==> config.mk <==
export PLATFORM = sky130hd
export DESIGN_NAME = pipeCore
export DESIGN_NICKNAME = d
export VERILOG_FILES = /design/src/hw/pipeCorePkg.sv /design/src/hw/pipeCore.sv /design/src/hw/executeStage.sv /design/src/hw/hazardUnit.sv /design/src/hw/regFile.sv /design/src/hw/instrDecoder.sv
export VERILOG_INCLUDE_DIRS = /design/src /design/src/hw
export SDC_FILE = /design/constraint.sdc
export NUM_CORES = 2
export LEC_CHECK = 0
export BUFFER_PORTS_ARGS = -buffer_cell sky130_fd_sc_hd__buf_2
export CAP_MARGIN = 20
export CORE_MARGIN = 1
export CORE_UTILIZATION = 45
export CTS_CLUSTER_SIZE = 30
export DETAILED_ROUTE_END_ITERATION = 12
export HOLD_SLACK_MARGIN = 0.1
export PLACE_DENSITY = 0.68
export SETUP_SLACK_MARGIN = 0.02
export SYNTH_ARGS = -nofsm -noshare
export SYNTH_HDL_FRONTEND = slang
export SYNTH_HIERARCHICAL = 1
export SYNTH_SLANG_ARGS = --single-unit
==> constraint.sdc <==
create_clock -name clk -period 6.95 [get_ports clk]
set_input_delay 0.695 -clock clk [delete_from_list [all_inputs] [get_ports clk]]
set_output_delay 0.695 -clock clk [all_outputs]
set_load 0.005 [all_outputs]
==> src/hw/pipeCore_config.svh <==
// core-wide sizing and reset constants, pulled in with `include by the package and RTL files
`ifndef PIPECORE_CONFIG_SVH
`define PIPECORE_CONFIG_SVH

// data and address width of the core
`define WORD_WIDTH 32

// architectural register count, index 0 is hardwired zero
`define REG_COUNT 32

// first fetch address once reset is released
`define RESET_PC 32'h0000_0000

`endif
==> src/hw/pipeCorePkg.sv <==
// shared types for the pipelined core; RTL modules pull them in by wildcard import
`include "pipeCore_config.svh"

package pipeCorePkg;

    typedef logic [`WORD_WIDTH-1:0] word_t;
    typedef logic [4:0] regAddr_t;

    // kept primary opcodes
    typedef enum logic [5:0] {
        OP_RTYPE = 6'h00,
        OP_J     = 6'h02,
        OP_BEQ   = 6'h04,
        OP_BNE   = 6'h05,
        OP_ADDI  = 6'h08,
        OP_ORI   = 6'h0d,
        OP_LUI   = 6'h0f,
        OP_LW    = 6'h23,
        OP_SW    = 6'h2b
    } opcode_t;

    // kept R-type function codes
    typedef enum logic [5:0] {
        FN_ADD = 6'h20,
        FN_SUB = 6'h22,
        FN_AND = 6'h24,
        FN_OR  = 6'h25,
        FN_SLT = 6'h2a
    } funct_t;

    // one instruction word, three field layouts
    typedef union packed {
        struct packed {
            opcode_t opcode;
            regAddr_t rs;
            regAddr_t rt;
            regAddr_t rd;
            logic [4:0] shamt;
            funct_t funct;
        } rFields;
        struct packed {
            opcode_t opcode;
            regAddr_t rs;
            regAddr_t rt;
            logic [15:0] imm16;
        } iFields;
        struct packed {
            opcode_t opcode;
            logic [25:0] target26;
        } jFields;
    } instrWord_t;

    typedef enum logic [2:0] {
        ALU_ADD,
        ALU_SUB,
        ALU_AND,
        ALU_OR,
        ALU_SLT,
        ALU_LUI
    } aluOp_t;

    // operand source for execute, picked by the hazard unit
    typedef enum logic [1:0] {
        FWD_NONE = 2'b00,
        FWD_WB   = 2'b01,
        FWD_MEM  = 2'b10
    } fwdSel_t;

    typedef struct packed {
        aluOp_t aluOp;
        logic useImm;
        logic regDstRd;
        logic isBranch;
        logic branchOnNe;
    } exCtrl_t;

    typedef struct packed {
        logic memRead;
        logic memWrite;
    } memCtrl_t;

    typedef struct packed {
        logic regWrite;
        logic memToReg;
    } wbCtrl_t;

    typedef struct packed {
        exCtrl_t exCtrl;
        memCtrl_t memCtrl;
        wbCtrl_t wbCtrl;
        word_t pcPlus4;
        word_t rdDataA;
        word_t rdDataB;
        word_t imm;
        regAddr_t rs;
        regAddr_t rt;
        regAddr_t rd;
    } idExReg_t;

    typedef struct packed {
        memCtrl_t memCtrl;
        wbCtrl_t wbCtrl;
        word_t aluResult;
        word_t storeData;
        regAddr_t destReg;
    } exMemReg_t;

    typedef struct packed {
        wbCtrl_t wbCtrl;
        word_t wbData;
        regAddr_t destReg;
    } memWbReg_t;

endpackage

==> src/hw/pipeCore.sv <==
// five-stage integer core top, PC and pipeline registers with both memories outside
`timescale 1ns/1ps
`include "pipeCore_config.svh"

module pipeCore import pipeCorePkg::*; (
    input  logic  clk,
    input  logic  reset,
    output word_t instrAddr,
    input  word_t instr,
    output word_t memAddr,
    output word_t memWrData,
    output logic  memWrite,
    output logic  memRead,
    input  word_t memRdData
);

    word_t pc;
    word_t pcPlus4;
    word_t nextPc;
    word_t jumpTarget;
    word_t branchTarget;

    instrWord_t ifIdInstr;
    word_t ifIdPcPlus4;

    exCtrl_t decExCtrl;
    memCtrl_t decMemCtrl;
    wbCtrl_t decWbCtrl;
    word_t decImm;
    logic isJump;
    logic jumpTaken;
    word_t rdDataA;
    word_t rdDataB;

    idExReg_t idExNext;
    idExReg_t idEx;
    exMemReg_t exMemNext;
    exMemReg_t exMem;
    memWbReg_t memWbNext;
    memWbReg_t memWb;

    fwdSel_t fwdA;
    fwdSel_t fwdB;
    logic stall;
    logic flushDecode;
    logic branchTaken;

    // fetch
    assign instrAddr = pc;
    assign pcPlus4 = pc + 4;

    // a stalled jump waits in decode, a taken branch overrides it
    assign jumpTaken = isJump && !stall && !flushDecode;
    assign jumpTarget = {ifIdPcPlus4[31:28], ifIdInstr.jFields.target26, 2'b00};

    always_comb begin
        if (branchTaken) begin
            nextPc = branchTarget;
        end else if (stall) begin
            nextPc = pc;
        end else if (jumpTaken) begin
            nextPc = jumpTarget;
        end else begin
            nextPc = pcPlus4;
        end
    end

    always_ff @(posedge clk or negedge reset) begin
        if (!reset) begin
            pc <= `RESET_PC;
        end else begin
            pc <= nextPc;
        end
    end

    // IF/ID, an all-zero word decodes as a no-op
    always_ff @(posedge clk or negedge reset) begin
        if (!reset) begin
            ifIdInstr <= '0;
            ifIdPcPlus4 <= '0;
        end else if (flushDecode || jumpTaken) begin
            ifIdInstr <= '0;
            ifIdPcPlus4 <= '0;
        end else if (!stall) begin
            ifIdInstr <= instr;
            ifIdPcPlus4 <= pcPlus4;
        end
    end

    // decode
    instrDecoder i_decoder (
        .instr  (ifIdInstr),
        .exCtrl (decExCtrl),
        .memCtrl(decMemCtrl),
        .wbCtrl (decWbCtrl),
        .imm    (decImm),
        .isJump (isJump)
    );

    // writeback port drives the same-cycle bypass
    regFile i_regFile (
        .clk    (clk),
        .reset  (reset),
        .rdAddrA(ifIdInstr.rFields.rs),
        .rdAddrB(ifIdInstr.rFields.rt),
        .rdDataA(rdDataA),
        .rdDataB(rdDataB),
        .wrEn   (memWb.wbCtrl.regWrite),
        .wrAddr (memWb.destReg),
        .wrData (memWb.wbData)
    );

    hazardUnit i_hazard (
        .clk        (clk),
        .reset      (reset),
        .idRs       (ifIdInstr.rFields.rs),
        .idRt       (ifIdInstr.rFields.rt),
        .idEx       (idEx),
        .exMem      (exMem),
        .memWb      (memWb),
        .branchTaken(branchTaken),
        .fwdA       (fwdA),
        .fwdB       (fwdB),
        .stall      (stall),
        .flushDecode(flushDecode)
    );

    always_comb begin
        idExNext.exCtrl = decExCtrl;
        idExNext.memCtrl = decMemCtrl;
        idExNext.wbCtrl = decWbCtrl;
        idExNext.pcPlus4 = ifIdPcPlus4;
        idExNext.rdDataA = rdDataA;
        idExNext.rdDataB = rdDataB;
        idExNext.imm = decImm;
        idExNext.rs = ifIdInstr.rFields.rs;
        idExNext.rt = ifIdInstr.rFields.rt;
        idExNext.rd = ifIdInstr.rFields.rd;
    end

    // bubble on stall or flush
    always_ff @(posedge clk or negedge reset) begin
        if (!reset) begin
            idEx <= '0;
        end else if (flushDecode || stall) begin
            idEx <= '0;
        end else begin
            idEx <= idExNext;
        end
    end

    // execute
    executeStage i_execute (
        .idEx        (idEx),
        .fwdA        (fwdA),
        .fwdB        (fwdB),
        .memFwd      (exMem.aluResult),
        .wbFwd       (memWb.wbData),
        .exMem       (exMemNext),
        .branchTaken (branchTaken),
        .branchTarget(branchTarget)
    );

    always_ff @(posedge clk or negedge reset) begin
        if (!reset) begin
            exMem <= '0;
        end else begin
            exMem <= exMemNext;
        end
    end

    // memory stage strobes straight from EX/MEM
    assign memAddr = exMem.aluResult;
    assign memWrData = exMem.storeData;
    assign memWrite = exMem.memCtrl.memWrite;
    assign memRead = exMem.memCtrl.memRead;

    // load data or ALU result toward writeback
    assign memWbNext.wbCtrl = exMem.wbCtrl;
    assign memWbNext.wbData = exMem.wbCtrl.memToReg ? memRdData : exMem.aluResult;
    assign memWbNext.destReg = exMem.destReg;

    always_ff @(posedge clk or negedge reset) begin
        if (!reset) begin
            memWb <= '0;
        end else begin
            memWb <= memWbNext;
        end
    end

    // one memory op per instruction in the memory stage
    assert property (@(posedge clk) disable iff (!reset) !(memWrite && memRead));

endmodule

==> src/hw/executeStage.sv <==
// execute stage, forwarding muxes, ALU and branch resolution feeding the EX/MEM register
`timescale 1ns/1ps

module executeStage import pipeCorePkg::*; (
    input  idExReg_t  idEx,
    input  fwdSel_t   fwdA,
    input  fwdSel_t   fwdB,
    input  word_t     memFwd,
    input  word_t     wbFwd,
    output exMemReg_t exMem,
    output logic      branchTaken,
    output word_t     branchTarget
);

    word_t srcA;
    word_t srcB;
    word_t aluB;
    word_t aluResult;

    function automatic word_t pickOperand(fwdSel_t sel, word_t regVal, word_t memVal,
                                          word_t wbVal);
        case (sel)
            FWD_MEM: return memVal;
            FWD_WB:  return wbVal;
            default: return regVal;
        endcase
    endfunction

    assign srcA = pickOperand(fwdA, idEx.rdDataA, memFwd, wbFwd);
    assign srcB = pickOperand(fwdB, idEx.rdDataB, memFwd, wbFwd);

    // immediate replaces rt for I-type and memory ops
    assign aluB = idEx.exCtrl.useImm ? idEx.imm : srcB;

    always_comb begin
        case (idEx.exCtrl.aluOp)
            ALU_ADD: aluResult = srcA + aluB;
            ALU_SUB: aluResult = srcA - aluB;
            ALU_AND: aluResult = srcA & aluB;
            ALU_OR:  aluResult = srcA | aluB;
            ALU_SLT: aluResult = word_t'($signed(srcA) < $signed(aluB));
            // lui, low half of the immediate moved up
            ALU_LUI: aluResult = {aluB[15:0], 16'h0000};
            default: aluResult = '0;
        endcase
    end

    // beq on equal, bne on not equal
    assign branchTaken = idEx.exCtrl.isBranch &&
                         ((srcA == srcB) != idEx.exCtrl.branchOnNe);
    assign branchTarget = idEx.pcPlus4 + {idEx.imm[29:0], 2'b00};

    assign exMem.memCtrl = idEx.memCtrl;
    assign exMem.wbCtrl = idEx.wbCtrl;
    assign exMem.aluResult = aluResult;
    // store data takes the forwarded rt, not the immediate
    assign exMem.storeData = srcB;
    assign exMem.destReg = idEx.exCtrl.regDstRd ? idEx.rd : idEx.rt;

endmodule

==> src/hw/hazardUnit.sv <==
// pipeline hazard control, forwarding selects for execute plus load-use stall and branch flush
`timescale 1ns/1ps

module hazardUnit import pipeCorePkg::*; (
    input  logic      clk,
    input  logic      reset,
    input  regAddr_t  idRs,
    input  regAddr_t  idRt,
    input  idExReg_t  idEx,
    input  exMemReg_t exMem,
    input  memWbReg_t memWb,
    input  logic      branchTaken,
    output fwdSel_t   fwdA,
    output fwdSel_t   fwdB,
    output logic      stall,
    output logic      flushDecode
);

    // newest producer wins, r0 never forwards
    function automatic fwdSel_t pickSource(regAddr_t src, exMemReg_t exMemIn,
                                           memWbReg_t memWbIn);
        fwdSel_t sel;
        sel = FWD_NONE;
        if (memWbIn.wbCtrl.regWrite && (memWbIn.destReg != '0) && (memWbIn.destReg == src)) begin
            sel = FWD_WB;
        end
        if (exMemIn.wbCtrl.regWrite && (exMemIn.destReg != '0) && (exMemIn.destReg == src)) begin
            sel = FWD_MEM;
        end
        return sel;
    endfunction

    assign fwdA = pickSource(idEx.rs, exMem, memWb);
    assign fwdB = pickSource(idEx.rt, exMem, memWb);

    // load in execute feeding decode, hold one cycle
    // loads always write rt
    assign stall = idEx.memCtrl.memRead && (idEx.rt != '0) &&
                   ((idEx.rt == idRs) || (idEx.rt == idRt));

    // taken branch squashes both younger stages
    assign flushDecode = branchTaken;

    // a load sitting in execute is never the taken branch
    assert property (@(posedge clk) disable iff (!reset) !(stall && flushDecode));

endmodule

==> src/hw/regFile.sv <==
// architectural registers, two read ports for decode and one write port from writeback
`timescale 1ns/1ps
`include "pipeCore_config.svh"

module regFile import pipeCorePkg::*; (
    input  logic     clk,
    input  logic     reset,
    input  regAddr_t rdAddrA,
    input  regAddr_t rdAddrB,
    output word_t    rdDataA,
    output word_t    rdDataB,
    input  logic     wrEn,
    input  regAddr_t wrAddr,
    input  word_t    wrData
);

    word_t regs [`REG_COUNT];
    logic bypassA;
    logic bypassB;

    always_ff @(posedge clk or negedge reset) begin
        if (!reset) begin
            for (int i = 0; i < `REG_COUNT; i++) begin
                regs[i] <= '0;
            end
        end else if (wrEn && (wrAddr != '0)) begin
            regs[wrAddr] <= wrData;
        end
    end

    // write-through so decode sees the value retiring this cycle, never for r0
    assign bypassA = wrEn && (wrAddr != '0) && (wrAddr == rdAddrA);
    assign bypassB = wrEn && (wrAddr != '0) && (wrAddr == rdAddrB);
    assign rdDataA = bypassA ? wrData : regs[rdAddrA];
    assign rdDataB = bypassB ? wrData : regs[rdAddrB];

    // r0 stays zero even when writeback targets it
    assert property (@(posedge clk) disable iff (!reset)
        ((rdAddrA == '0) |-> (rdDataA == '0)) and ((rdAddrB == '0) |-> (rdDataB == '0)));

endmodule

==> src/hw/instrDecoder.sv <==
// decode stage control, turns one instruction word into per-stage control and an immediate
`timescale 1ns/1ps

module instrDecoder import pipeCorePkg::*; (
    input  instrWord_t instr,
    output exCtrl_t    exCtrl,
    output memCtrl_t   memCtrl,
    output wbCtrl_t    wbCtrl,
    output word_t      imm,
    output logic       isJump
);

    always_comb begin
        // everything off by default, so unknown words act as a no-op
        exCtrl = '0;
        memCtrl = '0;
        wbCtrl = '0;
        case (instr.rFields.opcode)
            OP_RTYPE: begin
                exCtrl.regDstRd = 1'b1;
                wbCtrl.regWrite = 1'b1;
                case (instr.rFields.funct)
                    FN_ADD: exCtrl.aluOp = ALU_ADD;
                    FN_SUB: exCtrl.aluOp = ALU_SUB;
                    FN_AND: exCtrl.aluOp = ALU_AND;
                    FN_OR:  exCtrl.aluOp = ALU_OR;
                    FN_SLT: exCtrl.aluOp = ALU_SLT;
                    default: begin
                        // shifts and the rest, dropped back to a no-op
                        exCtrl = '0;
                        wbCtrl = '0;
                    end
                endcase
            end
            OP_ADDI: begin
                exCtrl.aluOp = ALU_ADD;
                exCtrl.useImm = 1'b1;
                wbCtrl.regWrite = 1'b1;
            end
            OP_ORI: begin
                exCtrl.aluOp = ALU_OR;
                exCtrl.useImm = 1'b1;
                wbCtrl.regWrite = 1'b1;
            end
            OP_LUI: begin
                exCtrl.aluOp = ALU_LUI;
                exCtrl.useImm = 1'b1;
                wbCtrl.regWrite = 1'b1;
            end
            OP_LW: begin
                // address is rs plus offset
                exCtrl.aluOp = ALU_ADD;
                exCtrl.useImm = 1'b1;
                memCtrl.memRead = 1'b1;
                wbCtrl.regWrite = 1'b1;
                wbCtrl.memToReg = 1'b1;
            end
            OP_SW: begin
                exCtrl.aluOp = ALU_ADD;
                exCtrl.useImm = 1'b1;
                memCtrl.memWrite = 1'b1;
            end
            OP_BEQ: exCtrl.isBranch = 1'b1;
            OP_BNE: begin
                exCtrl.isBranch = 1'b1;
                exCtrl.branchOnNe = 1'b1;
            end
            // j needs no downstream control, it is handled in decode
            default: exCtrl = '0;
        endcase
    end

    // ori zero-extends, everything else sign-extends
    assign imm = (instr.iFields.opcode == OP_ORI) ?
                 {16'h0000, instr.iFields.imm16} :
                 {{16{instr.iFields.imm16[15]}}, instr.iFields.imm16};

    assign isJump = (instr.jFields.opcode == OP_J);

endmodule

==> impl_metrics.toml <==
[sta]
slew_headroom = 0.242
finalSetupViolCount = 0
finalMaxSlewViolations = 0
final-hold-violation-count = 0
rsz0062_at_grt = "false"
worstMarginPinSlew_ns = 1.14
whs_ns = 0.137
fin_tns_setup_ns = 0
period_share = 0.928
max_freq_mhz = 155
fin_skew_ns = 0.0504
fin_crit_ns = 6.45

[finish]
final_cells = 8114
antenna_cells = 0
fillers = 14300
multi_input_area_mm2 = 0.0378
fin_nets = 6008
drive_gt1_frac = 0.309
seq_area_mm2 = 0.0347
syn2layout_area_growth_pct = 10.0

[synthesis]
synth_nets = 6141
syn_area_mm2 = 0.0759
netlist_instances = 5932
postSynthAreaPerCell_um2 = 12.8
ys_warn_count = 6

[routing]
totalWireLength_mm = 249
drtIter0Drc = 5807
via_per_inst = 6.50
drc = 0
wl_per_cell_um = 30.7
antenna_left = 0
vias = 52700
first_pass_iters = 6

[power]
power_density_mw_per_mm2 = 285
peakVddDrop_mv = 0.296
power_leakage_nw = 38.2

[critical_path]
cpPeakStageDelay_ns = 0.76
crit_path_end_kind = "flip-flop"
critical_path_class = "flip-flop to flip-flop"
cp_cell_sequence = "or4_1 -> o21ai_1 -> or4_1 -> nor4_2 -> inv_1 -> ha_2 -> nor2_1 -> a21oi_1 -> inv_1 -> ha_1 -> or2_1 -> a2111oi_4 -> nor4_1 -> buf_4 -> o31ai_1 -> a21oi_1 -> nor2b_1 -> nand2_1 -> a32oi_1 -> xnor2_1 -> o21ai_1"
critPathMaxFanout = 32
critPathTopFamily = "simple AND/OR/NAND/NOR gates"
worstPathRequired_ns = 7.58
cp-startpoint = "memWb[3]$_DFF_PN0_"
cp.arrival_ns = 7.09
timing.rr.start = "memWb[3]$_DFF_PN0_"
crit_buf_inv = 3
cp_slowest_cell = "ha_2"
critPathLaunchType = "flip-flop"

[die]
die_w_um = 413
fp.dieArea_mm2 = 0.170
initial_core_util = 0.454
row_count = 150
core_mm2 = 0.167
fp.dieH_um = 413
io_pins = 164

[clocking]
cts.clk_slew.worst_paths_ns = 0.06
clockBufferDepth = 3
cts_buffers = 149
cts_setup_buffers = 0
clockRootBuffer = "clkbuf_16"
clock_latency_ns = 0.82
cts_sinks = 1385
cts_max_level = 4
tritoncts = "yes"

[global_routing]
grt.total_usage = 0.293
overflow = 0
grt_start_max_net_pins = 175
antenna_found_initial = 4
grt_pass1_vias = 53500
grt_pass1_wl_mm = 365

[placed_design]
routabilityCongestion = 1.00
place_inst = 7802
port_buffers = 163
dpl.hpwl_mm = 152

[min_path]
hold_start = "memRdData[12]"
hold_path_class = "input port to flip-flop"

[run]
maxCapViolations = 0

[status]
status = "finished clean"
## final timing paths
check                                                        to  slack (ns)  depth (start not counted)
worst max-delay path                      memAddr[22]$_DFF_PN0_        0.50                         21
min in group asynchronous       i_regFile/regs[945]$_DFFE_PN0P_        0.53                          2
max in group asynchronous             ifIdInstr[22]$_DFFE_PN0P_        4.69                          3
worst min register to register              exMem[70]$_DFF_PN0_        0.35                          0
worst max register to register            memAddr[22]$_DFF_PN0_        0.50                         21
worst min-delay path                        memWb[17]$_DFF_PN0_        0.14                          2
## per-stage QoR
stage,util,setup slack [ns],power (mW),area [µm²]
floorplan,-,1.71,13.4,75900
global placement,0.466,0.346,15.4,77900
detailed placement,0.466,0.254,15.5,78000
CTS,0.498,0.223,23.7,83400
global route,0.499,0.157,24.7,83500
finish,0.499,0.498,23.8,83500
## repair_timing
item,4_1_cts,5_1_grt
hold buffers,44,0
endpoints found under the hold margin,156,0
gates resized for setup,0,3
endpoints found under the setup margin,0,7
## power by group
part / switching (mW) / total [mW] / leakage (nW) / internal, mW
clock: 3.42 / 8.11 / 2.41 / 4.69
combinational: 3.49 / 5.74 / 17.2 / 2.25
sequential: 0.957 / 9.96 / 18.6 / 9.00
total: 7.86 / 23.8 / 38.2 / 15.9
## metal layers
layer / track usage / wire [µm] / vias up / part of all wire
met5: 0 / 11 / - / 0.000044
met4: 0.141 / 13100 / 2 / 0.053
met3: 0.0668 / 24200 / 608 / 0.097
met2: 0.450 / 114000 / 2783 / 0.46
met1: 0.393 / 98300 / 27600 / 0.39
li1: - / - / 21700 / -
## registers in the layout (all words and copies together) (netlist names), 32 cells and up
register        cells
memWrData          32
i_regFile/regs   1024
instrAddr          32
idEx              154
memWb              38
ifIdPcPlus4        32
memAddr            32
ifIdInstr          32
## worst reg2reg max path: cells and delay by family, from the launching register on
kind            cells  cell delay (ns)
fa+ha+maj           2             1.21
flops               1             0.62
compound gates      7             1.83
buf+inv             3             0.44
xor+xnor            1             0.20
simple gates        8             2.00
## area by class of cell
type / instances / share of cell area
clock buffers: 219 / 0.0510
flip-flops and latches: 1385 / 0.415
repair buffers: 366 / 0.0338
multi-input cells: 3745 / 0.452
clock inverters: 43 / 0.00800
well taps: 2204 / 0.0330
inverters: 152 / 0.00683
## cells in the final DEF, fill, tap and decap left out, types with 25 or more instances in the layout
cell type      count
a211oi_1          36
nor2_1           187
inv_1            148
dlygate4sd3_1     44
dfrtp_1         1377
and2_1           163
clkbuf_1          44
a21o_1            31
xnor2_1          108
mux2_1           363
or4_1             71
o22ai_1          255
ha_1             138
buf_2            162
mux2_2           671
a22oi_1           79
nand2_1          225
clkbuf_16        150
buf_4            135
o21ai_0          134
clkbuf_8          25
a22o_1            38
xor2_1            47
a21oi_1          187
nor3_1            30
nand3_1           37
mux4_2           511
o21ai_1           74
Note: power is estimated with default switching activity, not from simulation.
